<file path="src/rtl/hdmi_out_config.svh">
`ifndef HDMI_OUT_CONFIG_SVH
`define HDMI_OUT_CONFIG_SVH

// horizontal raster timing in pixels
`define H_ACTIVE 16
`define H_FRONT 2
`define H_SYNC 3
`define H_BACK 3
`define H_TOTAL (`H_ACTIVE + `H_FRONT + `H_SYNC + `H_BACK)

// vertical raster timing in lines
`define V_ACTIVE 8
`define V_FRONT 1
`define V_SYNC 2
`define V_BACK 1
`define V_TOTAL (`V_ACTIVE + `V_FRONT + `V_SYNC + `V_BACK)

// frame buffer read port
`define FB_ADDR_W 15

// osd character grid, square cells
`define OSD_COLS 4
`define OSD_ROWS 2
`define OSD_CELL 4

// cycles spent in startup before a trigger is accepted
`define STARTUP_CYCLES 40

// address reg, buffer read, mixer reg
`define PIPE_DEPTH 3

`endif

</file>
<file path="src/rtl/hdmi_out_pkg.sv">
package hdmi_out_pkg;

    typedef struct packed {
        logic [7:0] red;
        logic [7:0] green;
        logic [7:0] blue;
    } pixel_t;

    // all levels active high
    typedef struct packed {
        logic hsync;
        logic vsync;
        logic de;
    } sync_t;

    typedef struct packed {
        logic [11:0] x;
        logic [11:0] y;
    } raster_pos_t;

    // one text cell write per cycle with wren set
    typedef struct packed {
        logic       wren;
        logic [2:0] addr;
        logic [7:0] character;
    } text_wr_t;

    typedef struct packed {
        logic       enable;
        logic [1:0] highlight_row;
    } osd_cfg_t;

    typedef struct packed {
        sync_t  sync;
        pixel_t pixel;
    } video_out_t;

    typedef enum logic [1:0] {
        seq_idle,
        seq_startup,
        seq_wait_trigger,
        seq_run
    } seq_state_t;

endpackage

</file>
<file path="src/rtl/stage_delay.sv">
`timescale 1ns/10ps
`include "hdmi_out_config.svh"

module stage_delay #(
    parameter type payload_t = logic
) (
    input  logic     hdmi_clock,
    input  logic     reset_dc_out,
    input  payload_t din,
    output payload_t dout
);
    import hdmi_out_pkg::*;

    // sync rides the whole pipe, position stops one short to meet rddata
    localparam int depth = ($bits(payload_t) == $bits(sync_t)) ?
                           `PIPE_DEPTH : `PIPE_DEPTH - 1;

    payload_t stages [depth];

    always_ff @(posedge hdmi_clock) begin
        if (reset_dc_out) begin
            for (int i = 0; i < depth; i++) begin
                stages[i] <= '0;
            end
        end else begin
            stages[0] <= din;
            for (int i = 1; i < depth; i++) begin
                stages[i] <= stages[i-1];
            end
        end
    end

    assign dout = stages[depth-1];

endmodule

</file>
<file path="src/rtl/raster_counter.sv">
`timescale 1ns/10ps
`include "hdmi_out_config.svh"

module raster_counter (
    input  logic                      hdmi_clock,
    input  logic                      reset_dc_out,
    input  logic                      run,
    output hdmi_out_pkg::raster_pos_t pos,
    output hdmi_out_pkg::sync_t       sync
);
    import hdmi_out_pkg::*;

    logic [11:0] x_q;
    logic [11:0] y_q;
    logic        x_last;
    logic        y_last;

    assign x_last = (x_q == 12'(`H_TOTAL - 1));
    assign y_last = (y_q == 12'(`V_TOTAL - 1));

    //////////////////////////////////////////////////
    // position counters
    //////////////////////////////////////////////////
    always_ff @(posedge hdmi_clock) begin
        if (reset_dc_out) begin
            x_q <= '0;
            y_q <= '0;
        end else if (!run) begin
            // parked at the top left until started
            x_q <= '0;
            y_q <= '0;
        end else if (x_last) begin
            x_q <= '0;
            y_q <= y_last ? 12'd0 : y_q + 12'd1;
        end else begin
            x_q <= x_q + 12'd1;
        end
    end

    assign pos.x = x_q;
    assign pos.y = y_q;

    //////////////////////////////////////////////////
    // sync and active area decode
    //////////////////////////////////////////////////
    always_comb begin
        sync = '0;
        if (run) begin
            sync.de    = (x_q < `H_ACTIVE) && (y_q < `V_ACTIVE);
            sync.hsync = (x_q >= `H_ACTIVE + `H_FRONT) &&
                         (x_q < `H_ACTIVE + `H_FRONT + `H_SYNC);
            sync.vsync = (y_q >= `V_ACTIVE + `V_FRONT) &&
                         (y_q < `V_ACTIVE + `V_FRONT + `V_SYNC);
        end
    end

endmodule

</file>
<file path="src/rtl/output_sequencer.sv">
`timescale 1ns/10ps
`include "hdmi_out_config.svh"

module output_sequencer (
    input  logic hdmi_clock,
    input  logic reset_dc_out,
    input  logic start_trigger,
    input  logic resync,
    output logic run
);
    import hdmi_out_pkg::*;

    seq_state_t  state_q;
    logic [15:0] startup_count;

    //////////////////////////////////////////////////
    // start order: idle, startup delay, wait, run
    //////////////////////////////////////////////////
    always_ff @(posedge hdmi_clock) begin
        if (reset_dc_out) begin
            state_q       <= seq_idle;
            startup_count <= '0;
        end else begin
            unique case (state_q)
                seq_idle: begin
                    startup_count <= '0;
                    state_q       <= seq_startup;
                end
                seq_startup: begin
                    // early triggers fall through here unseen
                    if (startup_count == 16'(`STARTUP_CYCLES - 1)) begin
                        state_q <= seq_wait_trigger;
                    end else begin
                        startup_count <= startup_count + 16'd1;
                    end
                end
                seq_wait_trigger: begin
                    if (start_trigger) begin
                        state_q <= seq_run;
                    end
                end
                seq_run: begin
                    // back to waiting, next trigger restarts the raster
                    if (resync) begin
                        state_q <= seq_wait_trigger;
                    end
                end
                default: begin
                    state_q <= seq_idle;
                end
            endcase
        end
    end

    assign run = (state_q == seq_run);

endmodule

</file>
<file path="src/rtl/frame_reader.sv">
`timescale 1ns/10ps
`include "hdmi_out_config.svh"

module frame_reader (
    input  logic                      hdmi_clock,
    input  logic                      reset_dc_out,
    input  hdmi_out_pkg::raster_pos_t pos,
    input  logic                      line_doubler,
    output logic [`FB_ADDR_W-1:0]     rdaddr
);
    import hdmi_out_pkg::*;

    logic [11:0]           src_row;
    logic [`FB_ADDR_W-1:0] addr_next;

    // doubled mode repeats each buffer line on two raster lines
    always_comb begin
        if (line_doubler) begin
            src_row = pos.y >> 1;
        end else begin
            src_row = pos.y;
        end
        addr_next = `FB_ADDR_W'(src_row * `H_ACTIVE + pos.x);
    end

    //////////////////////////////////////////////////
    // registered read address, first pipe stage
    //////////////////////////////////////////////////
    always_ff @(posedge hdmi_clock) begin
        if (reset_dc_out) begin
            rdaddr <= '0;
        end else begin
            rdaddr <= addr_next;
        end
    end

endmodule

</file>
<file path="src/rtl/osd_mixer.sv">
`timescale 1ns/10ps
`include "hdmi_out_config.svh"

module osd_mixer (
    input  logic                      hdmi_clock,
    input  logic                      reset_dc_out,
    input  hdmi_out_pkg::raster_pos_t pos,
    input  hdmi_out_pkg::sync_t       sync,
    input  hdmi_out_pkg::pixel_t      rddata,
    input  hdmi_out_pkg::text_wr_t    text_wr,
    input  hdmi_out_pkg::osd_cfg_t    osd_cfg,
    output hdmi_out_pkg::video_out_t  video
);
    import hdmi_out_pkg::*;

    localparam pixel_t osd_white  = 24'hffffff;
    localparam pixel_t osd_yellow = 24'hffff00;

    logic [7:0]  text_mem [`OSD_COLS * `OSD_ROWS];
    logic [11:0] cell_col;
    logic [11:0] cell_row;
    logic        in_grid;
    logic [2:0]  cell_addr;
    logic [7:0]  cell_char;
    pixel_t      pix_next;
    pixel_t      pix_q;

    //////////////////////////////////////////////////
    // text ram, one byte per cell
    //////////////////////////////////////////////////
    always_ff @(posedge hdmi_clock) begin
        if (text_wr.wren) begin
            text_mem[text_wr.addr] <= text_wr.character;
        end
    end

    // cell lookup runs alongside the buffer read
    always_comb begin
        cell_col  = pos.x / `OSD_CELL;
        cell_row  = pos.y / `OSD_CELL;
        in_grid   = (cell_col < `OSD_COLS) && (cell_row < `OSD_ROWS);
        cell_addr = 3'(cell_row * `OSD_COLS + cell_col);
        cell_char = text_mem[cell_addr];
    end

    //////////////////////////////////////////////////
    // overlay select
    //////////////////////////////////////////////////
    always_comb begin
        pix_next = rddata;
        if (osd_cfg.enable && in_grid && (cell_char != 8'd0)) begin
            if (cell_row == 12'(osd_cfg.highlight_row)) begin
                pix_next = osd_yellow;
            end else begin
                pix_next = osd_white;
            end
        end
    end

    always_ff @(posedge hdmi_clock) begin
        if (reset_dc_out) begin
            pix_q <= '0;
        end else begin
            pix_q <= pix_next;
        end
    end

    // sync arrives already aligned with pix_q, blank outside de
    always_comb begin
        video.sync  = sync;
        video.pixel = sync.de ? pix_q : pixel_t'('0);
    end

endmodule

</file>
<file path="src/rtl/hdmi_video_out.sv">
`timescale 1ns/10ps
`include "hdmi_out_config.svh"

module hdmi_video_out (
    input  logic                     hdmi_clock,
    input  logic                     reset_dc_out,
    input  logic                     start_trigger,
    input  logic                     resync,
    input  logic                     line_doubler,
    input  hdmi_out_pkg::text_wr_t   text_wr,
    input  hdmi_out_pkg::osd_cfg_t   osd_cfg,
    input  hdmi_out_pkg::pixel_t     rddata,
    output logic [`FB_ADDR_W-1:0]    rdaddr,
    output hdmi_out_pkg::video_out_t video
);
    import hdmi_out_pkg::*;

    logic        run;
    raster_pos_t pos;
    sync_t       sync;
    raster_pos_t pos_dly;
    sync_t       sync_dly;

    //////////////////////////////////////////////////
    // control and raster timing
    //////////////////////////////////////////////////
    output_sequencer u_sequencer (
        .hdmi_clock    (hdmi_clock),
        .reset_dc_out  (reset_dc_out),
        .start_trigger (start_trigger),
        .resync        (resync),
        .run           (run)
    );

    raster_counter u_raster (
        .hdmi_clock   (hdmi_clock),
        .reset_dc_out (reset_dc_out),
        .run          (run),
        .pos          (pos),
        .sync         (sync)
    );

    //////////////////////////////////////////////////
    // pixel pipeline
    //////////////////////////////////////////////////
    frame_reader u_reader (
        .hdmi_clock   (hdmi_clock),
        .reset_dc_out (reset_dc_out),
        .pos          (pos),
        .line_doubler (line_doubler),
        .rdaddr       (rdaddr)
    );

    stage_delay #(.payload_t(sync_t)) u_sync_delay (
        .hdmi_clock   (hdmi_clock),
        .reset_dc_out (reset_dc_out),
        .din          (sync),
        .dout         (sync_dly)
    );

    stage_delay #(.payload_t(raster_pos_t)) u_pos_delay (
        .hdmi_clock   (hdmi_clock),
        .reset_dc_out (reset_dc_out),
        .din          (pos),
        .dout         (pos_dly)
    );

    osd_mixer u_mixer (
        .hdmi_clock   (hdmi_clock),
        .reset_dc_out (reset_dc_out),
        .pos          (pos_dly),
        .sync         (sync_dly),
        .rddata       (rddata),
        .text_wr      (text_wr),
        .osd_cfg      (osd_cfg),
        .video        (video)
    );

endmodule

</file>
<file path="config.mk">
export PLATFORM = sky130hd
export DESIGN_NAME = hdmi_video_out
export DESIGN_NICKNAME = d
export VERILOG_FILES = /design/src/rtl/hdmi_out_pkg.sv /design/src/rtl/stage_delay.sv /design/src/rtl/raster_counter.sv /design/src/rtl/output_sequencer.sv /design/src/rtl/frame_reader.sv /design/src/rtl/osd_mixer.sv /design/src/rtl/hdmi_video_out.sv
export VERILOG_INCLUDE_DIRS = /design/src /design/src/rtl
export SDC_FILE = /design/constraint.sdc
export NUM_CORES = 1
export LEC_CHECK = 0
export BUFFER_PORTS_ARGS = -buffer_cell sky130_fd_sc_hd__buf_4
export CORE_AREA = 2 2 122 124
export CTS_BUF_LIST = sky130_fd_sc_hd__clkbuf_16
export CTS_CLUSTER_SIZE = 24
export DETAILED_ROUTE_END_ITERATION = 10
export DIE_AREA = 0 0 124 126
export MAX_ROUTING_LAYER = met4
export PLACE_DENSITY = 0.89
export SYNTH_ARGS = -nofsm -noshare
export SYNTH_HDL_FRONTEND = slang
export SYNTH_HIERARCHICAL = 1
export SYNTH_SLANG_ARGS = --single-unit
</file>
<file path="constraint.sdc">
create_clock -name hdmi_clock -period 3.9 [get_ports hdmi_clock]
set_input_delay 0.78 -clock hdmi_clock [delete_from_list [all_inputs] [get_ports hdmi_clock]]
set_output_delay 0.78 -clock hdmi_clock [all_outputs]
set_load 0.05 [all_outputs]
</file>
### After elaboration in Yosys (flattened, before gate mapping)

Memories as Yosys holds them, arrays and structs flattened.
Index checks and enable logic that the tools add are counted.

| word-level totals | value |
|---|---|
| bits in registers | 81 |
| latch bits | 0 |
| bits in writable memories | 121 |
| memory bits (read-only) | 0 |
| bits of input ports | 44 |
| logic and storage cells | 76 |
| memories kept | 3 |

Memories:

| memory | words | bits a word | read ports | clocked after memory_dff | wr ports | line | source |
|---|---|---|---|---|---|---|---|
| u_mixer.text_mem | 8 | 8 | 1 | 0 | 1 | osd_mixer.sv:19 | `` logic [7:0] text_mem [`OSD_COLS * `OSD_ROWS]; `` |
| u_pos_delay.stages | 2 | 24 | 2 | 0 | 2 | stage_delay.sv:18 | `payload_t stages [depth];` |
| u_sync_delay.stages | 3 | 3 | 3 | 0 | 3 | stage_delay.sv:18 |  |

| operators by class | value |
|---|---|
| add/sub/neg operators | 5 |
| multipliers | 0 |
| divide/modulo/power cells | 0 |
| order comparisons | 8 |
| eq/ne operators | 11 |
| shift operators | 0 |
| muxes and demuxes | 22 |
| bitwise logic cells | 6 |
| reductions and logical operators | 13 |

Operator list:

| operator | count |
|---|---|
| $mux W24 | 4 |
| $pmux W16 S2 | 1 |
| $add A12 B1 Y12 const B | 2 |
| $lt A12 B4 Y1 const B | 2 |
| $lt A12 B5 Y1 const B | 2 |
| $add A16 B1 Y16 const B | 1 |
| $eq A16 B6 Y1 const B | 1 |
| $mux W16 | 1 |
| $add A15 B12 Y15 | 1 |
| $eq A12 B4 Y1 const B | 1 |
| $eq A12 B5 Y1 const B | 1 |
| $ge A12 B4 Y1 const B | 1 |
| $ge A12 B5 Y1 const B | 1 |
| $mux W12 | 1 |
| $mux W3 | 4 |
| $mux W11 | 1 |
| $eq A10 B2 Y1 | 1 |
| $lt A10 B2 Y1 const B | 1 |
| $lt A10 B3 Y1 const B | 1 |
| $mux W8 | 1 |
| $pmux W2 S4 | 1 |
| $reduce_bool A8 Y1 | 1 |
| $logic_and A1 B1 Y1 | 6 |
| $mux W2 | 3 |
| 14 further kinds | 25 |

### Logic depth before layout (Yosys ltp)

Gate-level depths: netlist (run 1).
An unclocked memory read counts as a cell.

| logic depth | value |
|---|---|
| word-level depth | 6 |
| mapped depth | 10 |
| mapped depth without buffers | 9 |

### Hierarchy

Netlist (run 1), hierarchy kept.

Modules (own cells, without submodules):

| module | instances | cells an instance | area an instance (um2) | sequential area each (um2) |
|---|---|---|---|---|
| osd_mixer | 1 | 229 | 3259.4 | 2402.3 |
| stage_delay (u_pos_delay) | 1 | 125 | 1485.2 | 960.9 |
| raster_counter | 1 | 155 | 1291.2 | 480.5 |
| output_sequencer | 1 | 118 | 1048.5 | 360.3 |
| frame_reader | 1 | 113 | 1006.0 | 300.3 |
| stage_delay (u_sync_delay) | 1 | 21 | 259.0 | 180.2 |

### Worst setup path after synthesis (run 1)

No wires, ideal clock.

| timing path | value |
|---|---|
| path type | input -> register |
| start point | input line_doubler |
| end point | register u_reader.rdaddr[12] |
| library setup time | 0.123 ns |
| arrival | 2.965 ns |
| slack | 0.812 ns |
| stages | 10 |
| buffers on the path | 1 |
| cells stage by stage | clkbuf_1 mux2_2 ha_1 inv_1 fa_1 nor2b_4 o31a_1 o21a_1 o41ai_2 mux2_1 |

| between the ends | value |
|---|---|
| word-level cells in the longest chain between the ends | 2 |

RTL lines:

| what | line | source |
|---|---|---|
| start, declared | hdmi_video_out.sv:9 | `input logic line_doubler,` |
| $mux W11 | frame_reader.sv:18 | `if (line_doubler) begin` |
| $add A15 B12 Y15 | frame_reader.sv:23 | `` addr_next = `FB_ADDR_W'(src_row * `H_ACTIVE + pos.x); `` |
| end signal, assigned | frame_reader.sv:33 | `rdaddr <= addr_next;` |
| end, declared | frame_reader.sv:9 | `` output logic [`FB_ADDR_W-1:0] rdaddr `` |

No other way between the ends.
A chain may end at the register's enable or synchronous reset.

### Worst setup path after layout (run 1)

Same ends and word-level chain as after synthesis.

==> results by stage, run 1 <==
Die:
- The core region is 14,300 µm².
- The height of the die is 126 µm.
- In this run the horizontal extent of the chip is 124 µm.
- The I/O pin total is 86.
- Row generation in the floorplan step produced 44 rows.
- The initial utilization of the core area, before any placement, comes to 56.7%.
- The floorplan die area is 15,600 µm².

Layout:
- The filler cells instantiated in the layout total 1,089.
- The most frequent standard cell in the layout excluding fill and tap cells is dfxtp_1.
- The share of post-route cells with drive strength above 1 is just under 20%.
- From synthesis to final layout, the design area changed by 13.7%.
- Leaving out fill and tap cells, the most frequent cells in the layout are 130 x dfxtp_1, 87 x buf_4, 64 x edfxtp_1.
- The final net count is 852.
- The count of antenna diodes in the layout is 0.

Hold path:
- The type of the tightest min-delay check is reg2reg.

STA:
- Setup repair after global routing left no endpoint under its margin.
- After layout, the worst path uses between 60 and 70% of the clock period.
- Final hold analysis gives a worst-case slack of 0.436 ns.
- The transition time at the pin with the least slew margin is 1.36 ns.
- Across the routed clock network, the largest skew measured is between 0.009 and 0.01 ns.
- Counting I/O delays and the setup requirement, the final critical path takes 2.62 ns.
- The worst relative slew slack is 8.36%.
- Setup total negative slack on the finished layout was measured at 0 ns.
- The count of final max-slew check failures is 0.
- Derived from the worst setup path, the maximum achievable clock frequency is 382 MHz.
- The setup-violating endpoint count in the final report is 0.
- The final count of hold timing violations is 0.

Clocking:
- The total number of clock tree sinks is 194.
- The TritonCTS clock tree is built.
- The tree is rooted in a clkbuf_16.
- The register clock-pin slew on the reported worst setup and hold paths is 0.07 ns.
- The depth of the CTS H-tree is 4.
- The longest clock path from root to sink contains 2 buffers.
- In this run, post-CTS repair resized a total of 0 instances.
- In this run, post-CTS hold repair placed 0 buffers.
- TritonCTS created 17 clock buffers.
- The number of setup buffers added after CTS is 0.
- The clock latency reported for the late side of the worst-skew pair is 0.43 ns.

Yosys:
- The post-synthesis cell count is 741.
- The synthesized area per cell is approximately 11 µm².
- The combined area of all synthesized cells is 8110 µm².
- The number of nets in the synthesized netlist is 800.
- The Yosys step of the flow raised 6 warnings.

Routing:
- Before antenna repair, the detailed router went through 5 iterations.
- The count of routing violations after the opening detailed-route iteration is 336.
- The final wirelength is 15,300 µm.
- Dividing the detail-routed via count by the number of cells gives roughly 5.6.
- The number of antenna-violating nets in the routed design is 0.
- In the routed design, unresolved DRC markers number 0.
- The routed layout has 5,540 vias.
- The post-detailed-route wirelength per cell is ~15 µm.

Pwr:
- The power density over cell area is 427 nW/µm².
- VDD sags by at most around 330 µV.
- The total leakage power is between 0.003 and 0.004 µW.
- The switching power share of the total is a little over a fifth.
- The clock network accounts for 42.7% of the total power.
- For this design the total switching power over the nets is ~860 µW.
- The proportion of power drawn by combinational gates is 3.0%.
- The internal power of the cells totals just over 3000 µW.
- Registers are responsible for 54.3% of the overall power.

Setup path:
- The critical path in this run is classified as in2reg.
- The critical path launch point is line_doubler.
- Setup slack on the worst reg-to-reg path comes out at 1.51 ns.
- In this run the critical register-to-register path is captured at u_reader/rdaddr[12]$_SDFF_PP0_.
- The signal on the critical path passes through buf_4, mux2_2, ha_1, inv_1, fa_1, nor2b_4, o31a_1, o21a_1, o41ai_2, mux2_1.
- For the worst setup path, the data required time is 4.21 ns.
- The slowest stage of the critical path is the mux2_2 cell.
- The number of stages on the worst setup path is 10.
- The worst-path maximum fanout is 15.
- The critical register-to-register path startpoint is u_raster/y_q[0]$_SDFFE_PP0P_.
- STA classifies the critical path endpoint as a flop.
- The number of buffers and inverters on the critical path is 2.
- The number of cells traversed by the worst register-to-register path is 9.
- The timing endpoint of the critical path is u_reader/rdaddr[12]$_SDFF_PP0_.
- For this run, the slowest stage of the critical path takes 0.37 ns.
- The category of the worst setup path launch point is a primary input.
- The worst endpoint data arrival time is 2.93 ns.
- The category of cells accounting for the largest share of critical-path delay is multiplexers.

Global routing:
- The first global-routing pass estimated 25,300 µm of wire.
- In the global route stage, overall resource usage came out at 21.3%.
- Entering global routing, the biggest net connects 68 pins.
- The number of global-route vias before repair is 5,236.
- The initial antenna violation count came to 0.
- The total overflow left after global routing is 0.

Status:
- The run finished with clean final reports.

Placement:
- The congestion estimate from routability-driven global placement came to 0.875.
- The half-perimeter wire length after placement is 10,100 µm.
- Buffers placed on the I/O ports in this run total 85.

Flow run:
- The tool flagged a number of max-cap violations equal to 0.
cell type report:
type | count | area [µm²] | area share (%)
sequential | 194 | 4520 | 49.1
multi-input combinational | 456 | 3090 | 33.6
clock inverter | 15 | 151 | 1.64
inverter | 37 | 139 | 1.51
timing repair buffer | 87 | 653 | 7.09
tap | 184 | 230 | 2.50
clock buffer | 17 | 425 | 4.62
worst reg2reg max path, delay by kind of cell, from the launching register on:
kind	cells	cell delay, ns
buf+inv	1	0.07
flops	1	0.38
simple gates	1	0.06
mux	2	0.64
fa+ha+maj	2	0.42
compound gates	3	0.70
per-layer routing:
metal	vias up	GRT usage [%]	share of wire (%)
met5	-	-	0
met4	0	8.99	2.8
met3	35	5.03	7.0
met1	2577	27.7	44
met2	205	32.0	46
li1	2723	-	-
power groups by stage:
stage	clock network [µW]	registers, µW	logic (µW)
after global placement	0	2180	113
after global routing	1800	2140	129
final	1680	2140	116
after detailed placement	0	2180	116
after floorplan	0	2180	61.3
after CTS	1710	2140	117
worst min path at each step:
| stage | from | end | slack (ns) | cells past startpoint |
|---|---|---|---|---|
| final | u_sync_delay/stages[0][2]$_SDFF_PP0_ | u_sync_delay/stages[0][5]$_SDFF_PP0_ | 0.44 | 1 |
| after global routing | u_pos_delay/stages[0][10]$_SDFF_PP0_ | u_pos_delay/stages[0][34]$_SDFF_PP0_ | 0.45 | 1 |
| after CTS | u_sync_delay/stages[0][2]$_SDFF_PP0_ | u_sync_delay/stages[0][5]$_SDFF_PP0_ | 0.44 | 1 |
| after detailed placement | u_sync_delay/stages[0][2]$_SDFF_PP0_ | u_sync_delay/stages[0][5]$_SDFF_PP0_ | 0.42 | 1 |
| after global placement | u_pos_delay/stages[0][6]$_SDFF_PP0_ | u_pos_delay/stages[0][30]$_SDFF_PP0_ | 0.42 | 1 |
| after floorplan | u_pos_delay/stages[0][2]$_SDFF_PP0_ | u_pos_delay/stages[0][26]$_SDFF_PP0_ | 0.41 | 1 |
state kept, by name, indices dropped and copies added, names as in the netlist:
signal                     flops
u_raster/y_q                  12
u_raster/x_q                  12
u_reader/rdaddr               15
u_sequencer/startup_count     16
u_mixer/pix_q                 24
u_mixer/text_mem              64
u_sync_delay/stages            9
u_pos_delay/stages            40
u_sequencer/state_q            2
through the flow:
stage	setup WS (ns)	util (%)	instance area, µm²	power (µW)	std cells
final	1.28	64.4	9220	3930	990
after global routing	1.20	64.4	9220	4070	990
after CTS	1.29	64.4	9220	3970	990
after detailed placement	0.847	60.4	8640	2300	958
after global placement	0.906	60.4	8640	2290	958
after floorplan	0.812	-	8110	2240	741
(Power assumes the default switching activity.)
==> run 2, diff against run 1 <==
ABC_AREA = 1   (was default)
CORE_AREA = 2 2 132 134   (was 2 2 122 124)
DIE_AREA = 0 0 134 136   (was 0 0 124 126)
PLACE_DENSITY = 0.85   (was 0.89)
clock period = 2.4 ns   (was 3.9 ns; I/O delays follow)
==> results by stage, run 2 <==
Routing:
- The total vias in the final route is 6,307 (+14%).
- The number of iterations in the first detailed-routing pass is 5 (unchanged).
- The highest routed metal layer is met4.
- The detailed-route DRC error count is 0 (unchanged).
- The number of antenna-violating nets in the routed design is 0 (unchanged).
- The post-detailed-route wirelength per cell was 11.9 µm (-23%).
- The final wirelength is 15,900 µm (+3.4%).
- The via count normalized by instance count came to 4.75 (-15%).
- The count of routing violations after the opening detailed-route iteration is 423 (+26%).
- The detailed route wirelength on metal2 is 7550 µm (+7.2%).
- The met3 wire length was 910 µm (-15%).
- The post-route met1 wirelength is 6980 µm (+2.7%).

Setup path:
- The category of the worst setup path launch point is a flop.
- For this design, the slowest cell found on the critical path is dfxtp_1.
- The cell seen most often among critical-path stages is buf_4.
- The worst endpoint data arrival time came to 1.57 ns (-1.36 ns).
- The worst-path maximum fanout was 13 (-2).
- The setup slack on the worst flop-to-flop path is 0.45 ns (-1.06 ns).
- The signal on the critical path passes through buf_4, nand2_1, inv_1, buf_4.
- The kind of critical path is reg2out.
- The required time at the worst-slack endpoint was 1.92 ns (-2.29 ns).
- In this run the critical register-to-register path is captured at u_reader/rdaddr[12]$_SDFF_PP0_.
- The type of destination of the critical path is an output port.
- The number of cells traversed by the worst register-to-register path is 11 (+2).
- The critical register-to-register path startpoint is u_raster/y_q[0]$_SDFFE_PP0P_.
- The worst stage delay on the critical path is 0.58 ns (+0.21 ns).

Clocking:
- The clock latency reported for the late side of the worst-skew pair is 0.43 ns (about the same).
- The number of clock buffers inserted by TritonCTS is 17 (unchanged).
- The maximum clock path buffer count was 2 (unchanged).
- The hold-fix buffer count after cts came to 0 (unchanged).
- The register clock-pin slew on the reported worst setup and hold paths was 0.06 ns (about the same).
- TritonCTS built the clock tree.
- The number of instances resized during post-cts repair was 0 (unchanged).
- The post-CTS setup buffer count is 0 (unchanged).
- The total number of clock tree sinks came to 194 (unchanged).
- The root buffer cell chosen for the clock tree is clkbuf_16.
- The depth of the CTS H-tree is 4 (unchanged).

Die:
- The row count was 48 (+9.1%).
- The initial core utilization is 50.4% (-6.3 points).
- The floorplan die area is 18,200 µm² (+17%).
- The I/O pin total is 86 (unchanged).
- The height of the die is 136 µm (+7.9%).
- The placeable core region is 16,900 µm² (+18%).
- The width of the chip is 134 µm (+8.1%).

Yosys:
- The synthesized area per cell came to 8.29 µm² (-24%).
- The post-synthesis cell count is 1,025 (+38%).
- The combined area of all synthesized cells is 8500 µm² (+4.8%).
- The count of yosys warnings during synthesis is 6 (unchanged).
- The total nets after synthesis came to 1,084 (+36%).

Layout:
- The core utilization of the finished layout is 57.3% (-7.1 points).
- The layout-stage area growth over the synthesis result is 13.7% (about the same).
- The final standard cell count with taps included and fillers excluded was 1,329 (+34%).
- The fill cell total of the finished layout is 1,401 (+29%).
- The largest registers in the layout are u_mixer/text_mem x64, u_pos_delay/stages x40, u_mixer/pix_q x24.
- The final net count is 1,150 (+35%).
- The count of antenna diodes in the layout is 0 (unchanged).
- The library cells used most frequently in the layout, excluding fill and tap cells, are 228 x nand2_1, 168 x inv_1, 158 x nor2_1.
- The flip-flop count of the largest register after layout is 64 (unchanged).
- Leaving out fill and tap cells, the most frequent cell in the layout is nand2_1.
- The share of post-route cells with drive strength above 1 is 15.4% (-4.2 points).
- The most flop-heavy register is u_mixer/text_mem.

Placement:
- The placed instance count is 1,297 (+35%).
- The global placer's final weighted congestion is 0.893 (+2.0%).
- The half-perimeter wire length after placement is 11,100 µm (+9.1%).
- The number of buffer cells added on primary ports was 85 (unchanged).

STA:
- The share of the cycle needed by the critical path after routing is approximately 86%.
- The time the final worst path needs with I/O delays and setup is 2.05 ns.
- Setup repair after global routing left no endpoint under its margin.
- The setup-violating endpoint count in the final report was 0 (unchanged).
- The count of final max-slew check failures is 0 (unchanged).
- The final count of hold timing violations is 0 (unchanged).
- The worst relative slew slack is 53.3% (+45 points).
- The transition time at the pin with the least slew margin is 0.697 ns (-0.667 ns).
- The setup skew after layout is 0.00874 ns (-0.000357 ns).
- The worst hold slack came to 0.279 ns (-0.157 ns).
- The total negative slack for setup checks is 0 ns (unchanged).
- The maximum operating frequency is 487 MHz.

Hold path:
- The capture endpoint of the worst hold path is u_sequencer/state_q[0]$_SDFFE_PP0P_.
- The worst hold path belongs to the class in2reg.
- The number of instances on the worst hold path is 3 (+2).
- The worst hold path begins at start_trigger.

Global routing:
- The number of global-route vias before repair is 5,995 (+14%).
- The maximum number of pins on one net before global-route repair is 33 (-51%).
- The residual overflow from global routing is 0 (unchanged).
- The aggregate global-route resource usage was 18.8% (-2.5 points).
- The initial antenna violation count is 0 (unchanged).
- The wire length of the first global-routing pass is 26,600 µm (+5.2%).

Pwr:
- The maximum vdd ir drop is 527 µV (+60%).
- The power density over cell area is 656 nW/µm² (+54%).
- The total leakage power is 0.00417 µW (+16%).

Flow run:
- The number of max-cap violations is 0 (unchanged).

Status:
- The run finished with clean final reports.
## run 2: how the worst max path moves through the flow
stage                                               from                        endpoint  cells after the start
floorplan                                   line_doubler  u_reader/rdaddr[14]$_SDFF_PP0_                     12
global placement                            line_doubler  u_reader/rdaddr[14]$_SDFF_PP0_                     13
detailed placement                          line_doubler  u_reader/rdaddr[14]$_SDFF_PP0_                     13
CTS                 u_sync_delay/stages[0][6]$_SDFF_PP0_                        video[5]                      4
global route        u_sync_delay/stages[0][6]$_SDFF_PP0_                        video[8]                      4
finish              u_sync_delay/stages[0][6]$_SDFF_PP0_                        video[5]                      4
## run 2: where the power goes
group	internal [µW]	switching (µW)	total (µW)
registers	3460	26.9	3490
logic	102	180	282
clock network	1340	1230	2570
total	4900	1440	6340
## run 2: layout make-up
type                       instances  area, µm²  area share, %
sequential                       194       4520           46.8
inverter                         176        661           6.84
tap                              225        282           2.91
timing repair buffer              90        676           6.99
clock buffer                      17        425           4.40
clock inverter                    15        110           1.14
multi-input combinational        612       2990           30.9
## run 2: per-stage QoR
stage / area [µm²] / power (µW) / worst slack (ns)
after floorplan: 8500 / 3730 / 0.461
final: 9660 / 6340 / 0.347
after global placement: 9130 / 3830 / 0.249
after CTS: 9660 / 6400 / 0.332
after detailed placement: 9130 / 3840 / 0.176
after global routing: 9660 / 6580 / 0.194
## run 2: critical path: cells and delay by family, from the launching register on
kind | cells | cell delay [ns]
flip-flops | 1 | 0.58
buffers and inverters | 3 | 0.50
AND/OR/NAND/NOR | 1 | 0.06
## run 2: routing by layer
layer  track usage (%)  up-vias
met5                 -        -
met4              8.87        0
met3              4.47       36
met2              31.6      175
met1              21.4     2815
li1                  -     3281
